File: src/source/phold_cfg.svh
`ifndef PHOLD_CFG_SVH
`define PHOLD_CFG_SVH

// event timestamp and LP id widths
`define PHOLD_TIME_WID 16
`define PHOLD_NB_LPID 6

// processing cores
`define PHOLD_NUM_CORE 4
`define PHOLD_NB_COREID 2

// event queue size and its occupancy counter width
`define PHOLD_QUEUE_DEPTH 16
`define PHOLD_NB_CNT 5

// random number generator width and start value (must be nonzero)
`define PHOLD_NB_RAND 24
`define PHOLD_RNG_SEED 24'h5A3C71

// cycles a core spends on one event before offering the new one
`define PHOLD_CORE_DELAY 4

// random bits added to the timestamp of each new event
`define PHOLD_NB_TIME_INC 3

`endif

File: src/source/phold_pkg.sv
`include "phold_cfg.svh"

package phold_pkg;

   // simulation timestamp
   typedef logic [`PHOLD_TIME_WID-1:0] sim_time_t;

   // logical process id
   typedef logic [`PHOLD_NB_LPID-1:0] lp_id_t;

   // index of a processing core
   typedef logic [`PHOLD_NB_COREID-1:0] core_id_t;

   // event message, LP id above the timestamp
   typedef logic [`PHOLD_NB_LPID+`PHOLD_TIME_WID-1:0] event_t;

   // raw LFSR word
   typedef logic [`PHOLD_NB_RAND-1:0] rand_t;

   // run control FSM
   typedef enum logic [2:0] {
      IDLE,
      INIT,
      READY,
      RUNNING,
      FINISHED
   } run_state_t;

   // per core FSM
   typedef enum logic [1:0] {FREE, BUSY, HOLD} core_state_t;

endpackage

File: src/source/rr_arbiter.sv
`timescale 1ns/1ns

module rr_arbiter #(
   parameter int NR = 4
) (
   input  logic                 clk,
   input  logic                 rst_n,
   input  logic [NR-1:0]        req,
   input  logic                 advance,
   output logic                 gnt_vld,
   output phold_pkg::core_id_t  gnt_id,
   output logic [NR-1:0]        gnt_onehot
);

   phold_pkg::core_id_t ptr;
   phold_pkg::core_id_t win_id;
   phold_pkg::core_id_t idx;
   logic win_vld;
   logic hold;

   // first requester at or after the priority pointer
   always_comb begin
      win_vld = 1'b0;
      win_id = ptr;
      for (int i = 0; i < NR; i++) begin
         idx = phold_pkg::core_id_t'((int'(ptr) + i) % NR);
         if (!win_vld && req[idx]) begin
            win_vld = 1'b1;
            win_id = idx;
         end
      end
   end

   // keep the grant while its owner still asks and nobody used it
   assign hold = gnt_vld && req[gnt_id] && !advance;

   always_ff @(posedge clk or negedge rst_n) begin
      if (!rst_n) begin
         gnt_vld <= 1'b0;
         gnt_id <= '0;
         ptr <= '0;
      end else begin
         if (!hold) begin
            gnt_vld <= win_vld;
            gnt_id <= win_id;
         end
         // rotate past the winner once its grant is consumed
         if (advance && gnt_vld) begin
            ptr <= (int'(gnt_id) == NR - 1) ? '0 : gnt_id + 1'b1;
         end
      end
   end

   always_comb begin
      gnt_onehot = '0;
      if (gnt_vld)
         gnt_onehot[gnt_id] = 1'b1;
   end

endmodule

File: src/source/event_queue.sv
`timescale 1ns/1ns
`include "phold_cfg.svh"

module event_queue (
   input  logic               clk,
   input  logic               rst_n,
   input  logic               flush,
   input  logic               enq,
   input  logic               deq,
   input  phold_pkg::event_t  in_event,
   output phold_pkg::event_t  head_event,
   output logic               full,
   output logic               empty
);

   localparam int DEPTH = `PHOLD_QUEUE_DEPTH;
   localparam int TW = `PHOLD_TIME_WID;

   phold_pkg::event_t ents [DEPTH];
   logic [`PHOLD_NB_CNT-1:0] cnt;
   logic [DEPTH-1:0] vld;
   logic [DEPTH-1:0] after;
   phold_pkg::sim_time_t in_time;
   logic do_enq;
   logic do_deq;

   assign in_time = in_event[TW-1:0];

   assign full = (cnt == DEPTH);
   assign empty = (cnt == 0);

   // enqueue has priority, never both in the same slot anyway
   assign do_enq = enq && !full;
   assign do_deq = deq && !empty && !enq;

   // entries are valid from the head down to cnt
   // after[] marks the entries that must move down for the new event,
   // strictly later timestamps only so equal times stay in arrival order
   always_comb begin
      for (int i = 0; i < DEPTH; i++) begin
         vld[i] = (i < cnt);
         after[i] = !vld[i] || (in_time < ents[i][TW-1:0]);
      end
   end

   always_ff @(posedge clk or negedge rst_n) begin
      if (!rst_n)
         cnt <= '0;
      else if (flush)
         cnt <= '0;
      else if (do_enq)
         cnt <= cnt + 1'b1;
      else if (do_deq)
         cnt <= cnt - 1'b1;
   end

   // sorted storage
   always_ff @(posedge clk) begin
      if (do_enq) begin
         if (after[0])
            ents[0] <= in_event;
         for (int i = 1; i < DEPTH; i++) begin
            if (after[i]) begin
               // first later entry takes the new event, the rest shift down
               if (!after[i-1])
                  ents[i] <= in_event;
               else
                  ents[i] <= ents[i-1];
            end
         end
      end else if (do_deq) begin
         for (int i = 0; i < DEPTH - 1; i++) begin
            ents[i] <= ents[i+1];
         end
      end
   end

   assign head_event = ents[0];

endmodule

File: src/source/lfsr_rng.sv
`timescale 1ns/1ns
`include "phold_cfg.svh"

module lfsr_rng (
   input  logic              clk,
   input  logic              rst_n,
   input  logic              next,
   output phold_pkg::rand_t  rnd
);

   phold_pkg::rand_t sr;
   logic fb;

   // x^24 + x^23 + x^22 + x^17 + 1, maximal length
   assign fb = sr[23] ^ sr[22] ^ sr[21] ^ sr[16];

   always_ff @(posedge clk or negedge rst_n) begin
      if (!rst_n)
         sr <= `PHOLD_RNG_SEED;
      else if (next)
         sr <= {sr[`PHOLD_NB_RAND-2:0], fb};
   end

   assign rnd = sr;

endmodule

File: src/source/phold_core.sv
`timescale 1ns/1ns
`include "phold_cfg.svh"

module phold_core (
   input  logic                  clk,
   input  logic                  rst_n,
   input  logic                  flush,
   input  logic                  event_valid,
   input  phold_pkg::event_t     cur_event,
   input  phold_pkg::rand_t      random_in,
   input  phold_pkg::lp_id_t     lp_mask,
   input  logic                  ack,
   output logic                  ready,
   output logic                  new_event_ready,
   output phold_pkg::event_t     out_event,
   output logic                  active,
   output phold_pkg::sim_time_t  cur_time
);

   localparam int TW = `PHOLD_TIME_WID;
   localparam int LW = `PHOLD_NB_LPID;
   localparam int DLY = `PHOLD_CORE_DELAY;
   localparam int CW = $clog2(DLY + 1);
   localparam int INC_W = `PHOLD_NB_TIME_INC;

   phold_pkg::core_state_t state;
   logic [CW-1:0] dly_cnt;
   phold_pkg::lp_id_t ev_lp;
   phold_pkg::lp_id_t nxt_lp;
   phold_pkg::sim_time_t ev_time;
   phold_pkg::sim_time_t inc;
   phold_pkg::sim_time_t nxt_time;
   phold_pkg::sim_time_t time_q;
   phold_pkg::event_t out_q;

   assign ev_lp = cur_event[TW +: LW];
   assign ev_time = cur_event[TW-1:0];

   // low bits pick the LP offset, the next few the time step
   assign inc = phold_pkg::sim_time_t'(random_in[LW +: INC_W]);
   assign nxt_lp = (ev_lp + random_in[LW-1:0]) & lp_mask;
   assign nxt_time = ev_time + inc + 1'b1;

   always_ff @(posedge clk or negedge rst_n) begin
      if (!rst_n) begin
         state <= phold_pkg::FREE;
         dly_cnt <= '0;
      end else if (flush) begin
         state <= phold_pkg::FREE;
         dly_cnt <= '0;
      end else begin
         case (state)
            phold_pkg::FREE:
               if (event_valid) begin
                  state <= phold_pkg::BUSY;
                  dly_cnt <= CW'(DLY - 1);
               end
            // DLY cycles of processing
            phold_pkg::BUSY:
               if (dly_cnt == '0)
                  state <= phold_pkg::HOLD;
               else
                  dly_cnt <= dly_cnt - 1'b1;
            phold_pkg::HOLD:
               if (ack)
                  state <= phold_pkg::FREE;
            default:
               state <= phold_pkg::FREE;
         endcase
      end
   end

   // event payload, captured at acceptance
   always_ff @(posedge clk) begin
      if (state == phold_pkg::FREE && event_valid) begin
         time_q <= ev_time;
         out_q <= {nxt_lp, nxt_time};
      end
   end

   assign ready = (state == phold_pkg::FREE);
   assign new_event_ready = (state == phold_pkg::HOLD);
   assign active = (state != phold_pkg::FREE);
   assign cur_time = time_q;
   assign out_event = out_q;

endmodule

File: src/source/gvt_tracker.sv
`timescale 1ns/1ns
`include "phold_cfg.svh"

module gvt_tracker (
   input  logic                        clk,
   input  logic                        rst_n,
   input  logic                        flush,
   input  logic                        running,
   input  logic                        q_empty,
   input  phold_pkg::sim_time_t        head_time,
   input  logic [`PHOLD_NUM_CORE-1:0]  core_active,
   input  phold_pkg::sim_time_t        core_time_0,
   input  phold_pkg::sim_time_t        core_time_1,
   input  phold_pkg::sim_time_t        core_time_2,
   input  phold_pkg::sim_time_t        core_time_3,
   output phold_pkg::sim_time_t        gvt
);

   localparam int NC = `PHOLD_NUM_CORE;

   phold_pkg::sim_time_t times [NC];
   phold_pkg::sim_time_t min_c;
   phold_pkg::sim_time_t min_q;
   phold_pkg::sim_time_t gvt_q;

   assign times[0] = core_time_0;
   assign times[1] = core_time_1;
   assign times[2] = core_time_2;
   assign times[3] = core_time_3;

   // all-ones when no event exists anywhere
   always_comb begin
      min_c = '1;
      if (!q_empty)
         min_c = head_time;
      for (int i = 0; i < NC; i++) begin
         if (core_active[i] && times[i] < min_c)
            min_c = times[i];
      end
   end

   always_ff @(posedge clk or negedge rst_n) begin
      if (!rst_n)
         min_q <= '1;
      else
         min_q <= min_c;
   end

   // GVT follows the minimum only during a run
   always_ff @(posedge clk or negedge rst_n) begin
      if (!rst_n)
         gvt_q <= '0;
      else if (flush)
         gvt_q <= '0;
      else if (running)
         gvt_q <= min_q;
   end

   assign gvt = gvt_q;

endmodule

File: src/source/phold_top.sv
`timescale 1ns/1ns
`include "phold_cfg.svh"

module phold_top (
   input  logic                  clk,
   input  logic                  rst_n,
   input  phold_pkg::sim_time_t  sim_end,
   input  logic [7:0]            num_init_events,
   input  phold_pkg::lp_id_t     lp_mask,
   output phold_pkg::sim_time_t  gvt,
   output logic                  rtn_vld,
   output logic                  running,
   output logic [63:0]           total_cycles,
   output logic                  disp_vld,
   output phold_pkg::lp_id_t     disp_lp,
   output phold_pkg::sim_time_t  disp_time
);

   localparam int NC = `PHOLD_NUM_CORE;
   localparam int TW = `PHOLD_TIME_WID;
   localparam int LW = `PHOLD_NB_LPID;

   phold_pkg::run_state_t state;
   phold_pkg::run_state_t state_nxt;
   logic [8:0] init_cnt;
   logic init_done;
   logic q_busy;
   logic q_full;
   logic q_empty;
   logic enq_init;
   logic enq_core;
   logic enq;
   logic deq;
   logic flush;
   phold_pkg::event_t enq_event;
   phold_pkg::event_t head_event;
   phold_pkg::rand_t rnd;
   logic disp_gnt_vld;
   logic [NC-1:0] disp_onehot;
   logic coll_gnt_vld;
   phold_pkg::core_id_t coll_id;
   logic [NC-1:0] coll_onehot;
   logic [NC-1:0] core_ready;
   logic [NC-1:0] core_new_rdy;
   logic [NC-1:0] core_active;
   phold_pkg::event_t core_out [NC];
   phold_pkg::sim_time_t core_time [NC];

   // run control
   always_comb begin
      state_nxt = state;
      case (state)
         phold_pkg::IDLE:     state_nxt = phold_pkg::INIT;
         phold_pkg::INIT:     if (init_done) state_nxt = phold_pkg::READY;
         phold_pkg::READY:    state_nxt = phold_pkg::RUNNING;
         phold_pkg::RUNNING:  if (gvt > sim_end) state_nxt = phold_pkg::FINISHED;
         phold_pkg::FINISHED: state_nxt = phold_pkg::IDLE;
         default:             state_nxt = phold_pkg::IDLE;
      endcase
   end

   always_ff @(posedge clk or negedge rst_n) begin
      if (!rst_n) begin
         state <= phold_pkg::IDLE;
         init_cnt <= '0;
         q_busy <= 1'b0;
         total_cycles <= '0;
      end else begin
         state <= state_nxt;
         init_cnt <= (state == phold_pkg::INIT) ? init_cnt + 1'b1 : '0;
         // each queue operation blocks the next cycle
         q_busy <= enq || deq;
         if (state == phold_pkg::IDLE && state_nxt == phold_pkg::INIT)
            total_cycles <= '0;
         else if (state == phold_pkg::RUNNING)
            total_cycles <= total_cycles + 1'b1;
      end
   end

   assign running = (state == phold_pkg::RUNNING);
   assign rtn_vld = (state == phold_pkg::FINISHED);
   assign flush = (state == phold_pkg::FINISHED);

   // one start-up insertion every other INIT cycle
   assign init_done = (init_cnt == {num_init_events, 1'b0});
   assign enq_init = (state == phold_pkg::INIT) && !q_busy && !init_done;

   // slot rule: collected events first, then dispatch
   assign enq_core = running && !q_busy && coll_gnt_vld && !q_full;
   assign enq = enq_init || enq_core;
   assign deq = running && !q_busy && !enq_core && !q_empty && disp_gnt_vld;

   assign enq_event = (state == phold_pkg::INIT) ?
                      {init_cnt[1 +: LW] & lp_mask, {TW{1'b0}}} : core_out[coll_id];

   // observation of each dispatched event
   assign disp_vld = deq;
   assign disp_lp = head_event[TW +: LW];
   assign disp_time = head_event[TW-1:0];

   event_queue u_queue (
      .clk        (clk),
      .rst_n      (rst_n),
      .flush      (flush),
      .enq        (enq),
      .deq        (deq),
      .in_event   (enq_event),
      .head_event (head_event),
      .full       (q_full),
      .empty      (q_empty)
   );

   rr_arbiter #(.NR(NC)) dispatch_arb (
      .clk        (clk),
      .rst_n      (rst_n),
      .req        (core_ready),
      .advance    (deq),
      .gnt_vld    (disp_gnt_vld),
      .gnt_id     (),
      .gnt_onehot (disp_onehot)
   );

   rr_arbiter #(.NR(NC)) collect_arb (
      .clk        (clk),
      .rst_n      (rst_n),
      .req        (core_new_rdy),
      .advance    (enq_core),
      .gnt_vld    (coll_gnt_vld),
      .gnt_id     (coll_id),
      .gnt_onehot (coll_onehot)
   );

   lfsr_rng u_rng (
      .clk   (clk),
      .rst_n (rst_n),
      .next  (deq),
      .rnd   (rnd)
   );

   for (genvar g = 0; g < NC; g++) begin : gen_core
      phold_core u_core (
         .clk             (clk),
         .rst_n           (rst_n),
         .flush           (flush),
         .event_valid     (deq && disp_onehot[g]),
         .cur_event       (head_event),
         .random_in       (rnd),
         .lp_mask         (lp_mask),
         .ack             (enq_core && coll_onehot[g]),
         .ready           (core_ready[g]),
         .new_event_ready (core_new_rdy[g]),
         .out_event       (core_out[g]),
         .active          (core_active[g]),
         .cur_time        (core_time[g])
      );
   end

   gvt_tracker u_gvt (
      .clk         (clk),
      .rst_n       (rst_n),
      .flush       (flush),
      .running     (running),
      .q_empty     (q_empty),
      .head_time   (head_event[TW-1:0]),
      .core_active (core_active),
      .core_time_0 (core_time[0]),
      .core_time_1 (core_time[1]),
      .core_time_2 (core_time[2]),
      .core_time_3 (core_time[3]),
      .gvt         (gvt)
   );

endmodule

File: config.mk
export PLATFORM = sky130hd
export DESIGN_NAME = phold_top
export DESIGN_NICKNAME = d
export VERILOG_FILES = /design/src/source/phold_pkg.sv /design/src/source/rr_arbiter.sv /design/src/source/event_queue.sv /design/src/source/lfsr_rng.sv /design/src/source/phold_core.sv /design/src/source/gvt_tracker.sv /design/src/source/phold_top.sv
export VERILOG_INCLUDE_DIRS = /design/src /design/src/source
export SDC_FILE = /design/constraint.sdc
export NUM_CORES = 2
export LEC_CHECK = 0
export BUFFER_PORTS_ARGS = -buffer_cell sky130_fd_sc_hd__buf_2
export CORE_ASPECT_RATIO = 2
export CORE_UTILIZATION = 50
export DETAILED_ROUTE_END_ITERATION = 6
export GPL_ROUTABILITY_DRIVEN = 0
export PLACE_DENSITY = 0.69
export RECOVER_POWER = 100
export SYNTH_ARGS = -nofsm -noshare
export SYNTH_HDL_FRONTEND = slang
export SYNTH_HIERARCHICAL = 1
export SYNTH_SLANG_ARGS = --single-unit
File: constraint.sdc
create_clock -name clk -period 10.21 [get_ports clk]
set_input_delay 1.5315 -clock clk [delete_from_list [all_inputs] [get_ports clk]]
set_output_delay 1.5315 -clock clk [all_outputs]
set_load 0.01 [all_outputs]
==> impl_metrics.env <==
export IMPL_p_leak_nw=18.8
export IMPL_antenna_found_initial=2
export IMPL_synth_area_per_cell_um2=10.6
export IMPL_maxSlewHeadroom=-1.78
export IMPL_cp_end_kind="flip-flop"
export IMPL_syn_nets=4408
export IMPL_htree_levels=2
export IMPL_worstPathRequired_ns=10.79
export IMPL_syn_to_final_growth_pct=8.03
export IMPL_outcome="finished with violations"
export IMPL_setup_tns_final_ns=0
export IMPL_drive_gt1_frac=0.0801
export IMPL_slowest_delay_ns=0.51
export IMPL_core_um2=83700
export IMPL_crit_arrival_ns=10.27
export IMPL_grt_pass1_vias=33687
export IMPL_ys_warn_count=6
export IMPL_initial_core_util=0.506
export IMPL_cts_root_buffer="clkbuf_16"
export IMPL_ys_seq_elements=672
export IMPL_tritoncts="yes"
export IMPL_fmaxAchievable_ghz=0.103
export IMPL_cp_start_kind="flip-flop"
export IMPL_p_per_area_nw_per_um2=321
export IMPL_final_setup_viol_count=0
export IMPL_nets=4487
export IMPL_violations="capacitance limit, slew limit"
export IMPL_cts_sinks=672
export IMPL_fin_crit_ns=9.68
export IMPL_crit_family="simple AND/OR/NAND/NOR gates"
export IMPL_clkTransAtPathRegs_ns=0.07
export IMPL_criticalPathCategory="flip-flop to flip-flop"
export IMPL_worstPathMaxFanout=14
export IMPL_grt_util_all_layers=0.293
export IMPL_io_pins=137
export IMPL_ys_seq_area_frac=0.458
export IMPL_max_vdd_ir_drop_mv=0.222
export IMPL_hold_ws_ns=0.496
export IMPL_r2r_slack_ns=0.53
export IMPL_synthArstFlopShare=0.250
export IMPL_numCtsBuffers=59
export IMPL_drt_first_iter_violations=2957
export IMPL_min_path_type="flip-flop to flip-flop"
export IMPL_period_share=0.949
export IMPL_slew_violations=1229
export IMPL_synth_flop_cell="edfxtp_1"
export IMPL_yosys_cell_types_count=103
export IMPL_fin_util=0.547
export IMPL_ant_nets=0
export IMPL_drc=0
export IMPL_synthesis_area_um2=42300
export IMPL_die_w_um=208
export IMPL_cp_slowest_cell="dfrtp_1"
export IMPL_viasPerCell=6.35
export IMPL_grt_max_degree=197
export IMPL_cap_violations=25
export IMPL_rsz0062_at_grt="no"
export IMPL_io_buffers=136
export IMPL_grt_pass1_wl_mm=193
export IMPL_drt_wl_total_mm=127
export IMPL_die_area_um2=85900
export IMPL_num_rows=150
export IMPL_netlist_instances=4004
export IMPL_vias=32987
export IMPL_clkLatencyLatePin_ns=0.66
export IMPL_wire_per_inst_um=24.4
export IMPL_synth_edf_count=504
export IMPL_hpwlAfterDp_mm=91.1
export IMPL_fin_cells=5198
export IMPL_worstPathBufferInverterCount=6
export IMPL_firstDrtPassIters=6
export IMPL_clock_skew_ns=0.0296
export IMPL_finalHoldViolations=0
export IMPL_grt_overflow_total=0
export IMPL_tightest_slew_ns=4.18
export IMPL_dp_cells=5084
export IMPL_dieHeight_um=414
export IMPL_clockBufferDepth=3
[worst paths after layout]
kind,startpoint,to,cells after the start
setup reg to reg,u_queue/cnt[0],u_gvt/min_q[0],46
setup / recovery,u_queue/cnt[0],u_gvt/min_q[0],46
hold / removal,u_rng/rnd[15],u_rng/rnd[15],1
max in group asynchronous,rst_n,total_cycles[17],3
hold reg to reg,u_rng/rnd[15],u_rng/rnd[15],1
min in group asynchronous,rst_n,u_rng/rnd[2],1
[routing by layer]
| metal | up-vias | global-route usage | share of wire |
|---|---|---|---|
| met3 | 509 | 0.0363 | 0.051 |
| met5 | - | 0 | 0 |
| met2 | 1269 | 0.548 | 0.52 |
| met1 | 16261 | 0.295 | 0.34 |
| li1 | 14948 | - | - |
| met4 | 0 | 0.222 | 0.085 |
[cells in the final DEF, fill, tap and decap left out, drive strengths merged, types with 79 or more instances in the layout]
cell type and instances:
nor2 217, edfxtp 504, nand2 401, o21ai 180, a21oi 182, mux2i 202, o221ai 94, inv 376
ha 364, buf 84, dfrtp 140, clkbuf 219, nand3 79
[state kept, by name (all words and copies together), names as in the netlist, 3 cells and up]
| name | count |
|---|---|
| gen_core.u_core/state | 8 |
| u_rng/rnd | 24 |
| u_gvt/gvt | 16 |
| u_queue/cnt | 5 |
| u_queue/ents | 352 |
| u_gvt/min_q | 16 |
| gen_core.u_core/dly_cnt | 12 |
| gen_core.u_core/out_event | 88 |
| init_cnt | 9 |
| total_cycles | 64 |
| state | 3 |
| gen_core.u_core/cur_time | 64 |
[per-stage QoR]
step | area (um2) | power, mW | worst slack [ns]
after floorplan | 42300 | 9.94 | 0.467
after global placement | 44200 | 12.1 | 0.379
after detailed placement | 44200 | 12.3 | 0.230
after CTS | 46200 | 14.7 | 0.201
after global routing | 45700 | 15.5 | 0.0217
final | 45700 | 14.7 | 0.525
[logic make-up after synthesis]
family	share of synthesized area
compound gates	0.140
xor+xnor	0.0252
fa+ha+maj	0.111
buf+inv	0.0579
flops	0.458
mux	0.0770
simple gates	0.131
[repair_timing]
action / 4_1_cts / 5_1_grt
hold endpoints to repair: 0 / 0
setup buffers: 0 / 1
setup endpoints to repair: 0 / 16
hold buffers: 0 / 0
resized for setup: 0 / 4
[worst register-to-register path: cells and delay by family, from the launching register on]
kind	cells	cell delay (ns)
DFF	1	0.51
adders and majority gates	5	1.41
buffers and inverters	6	0.97
AOI/OAI and AO/OA	15	2.88
and+or+nand+nor	17	2.98
muxes	3	0.87
[synthesized netlist by cell type, drive strengths merged (45+ instances only)]
library cell,n,area [um2]
a21o,50,375
a21oi,182,926
a32oi,49,429
and2,63,397
buf,82,541
clkbuf,134,503
dfrtp,140,3500
edfxtp,504,15100
ha,364,4550
inv,375,1410
mux2,56,698
mux2i,202,2020
nand2,401,1510
nand2b,45,282
nand3,79,395
nand4,75,469
nor2,217,825
nor3,55,285
o21ai,180,901
o221ai,94,823
o22ai,77,482
xnor2,73,639
xor2,49,429
[layout make-up]
cell class / instances / area (um2)
repair buffers: 233 / 1120
clock buffers: 70 / 1570
clock inverters: 41 / 443
fillers: 7360 / 38000
diodes: 1 / 2.50
inverters: 375 / 1410
well taps: 1064 / 1330
flip-flops and latches: 672 / 19400
multi-input cells: 2742 / 20500
[power by group]
part / internal (mW) / leakage (nW) / switching [mW]
sequential: 4.68 / 7.13 / 0.725
clock: 1.33 / 0.975 / 1.07
combinational: 2.32 / 10.7 / 4.57
total: 8.33 / 18.8 / 6.36
No activity file was read; power rests on OpenSTA's default activity.
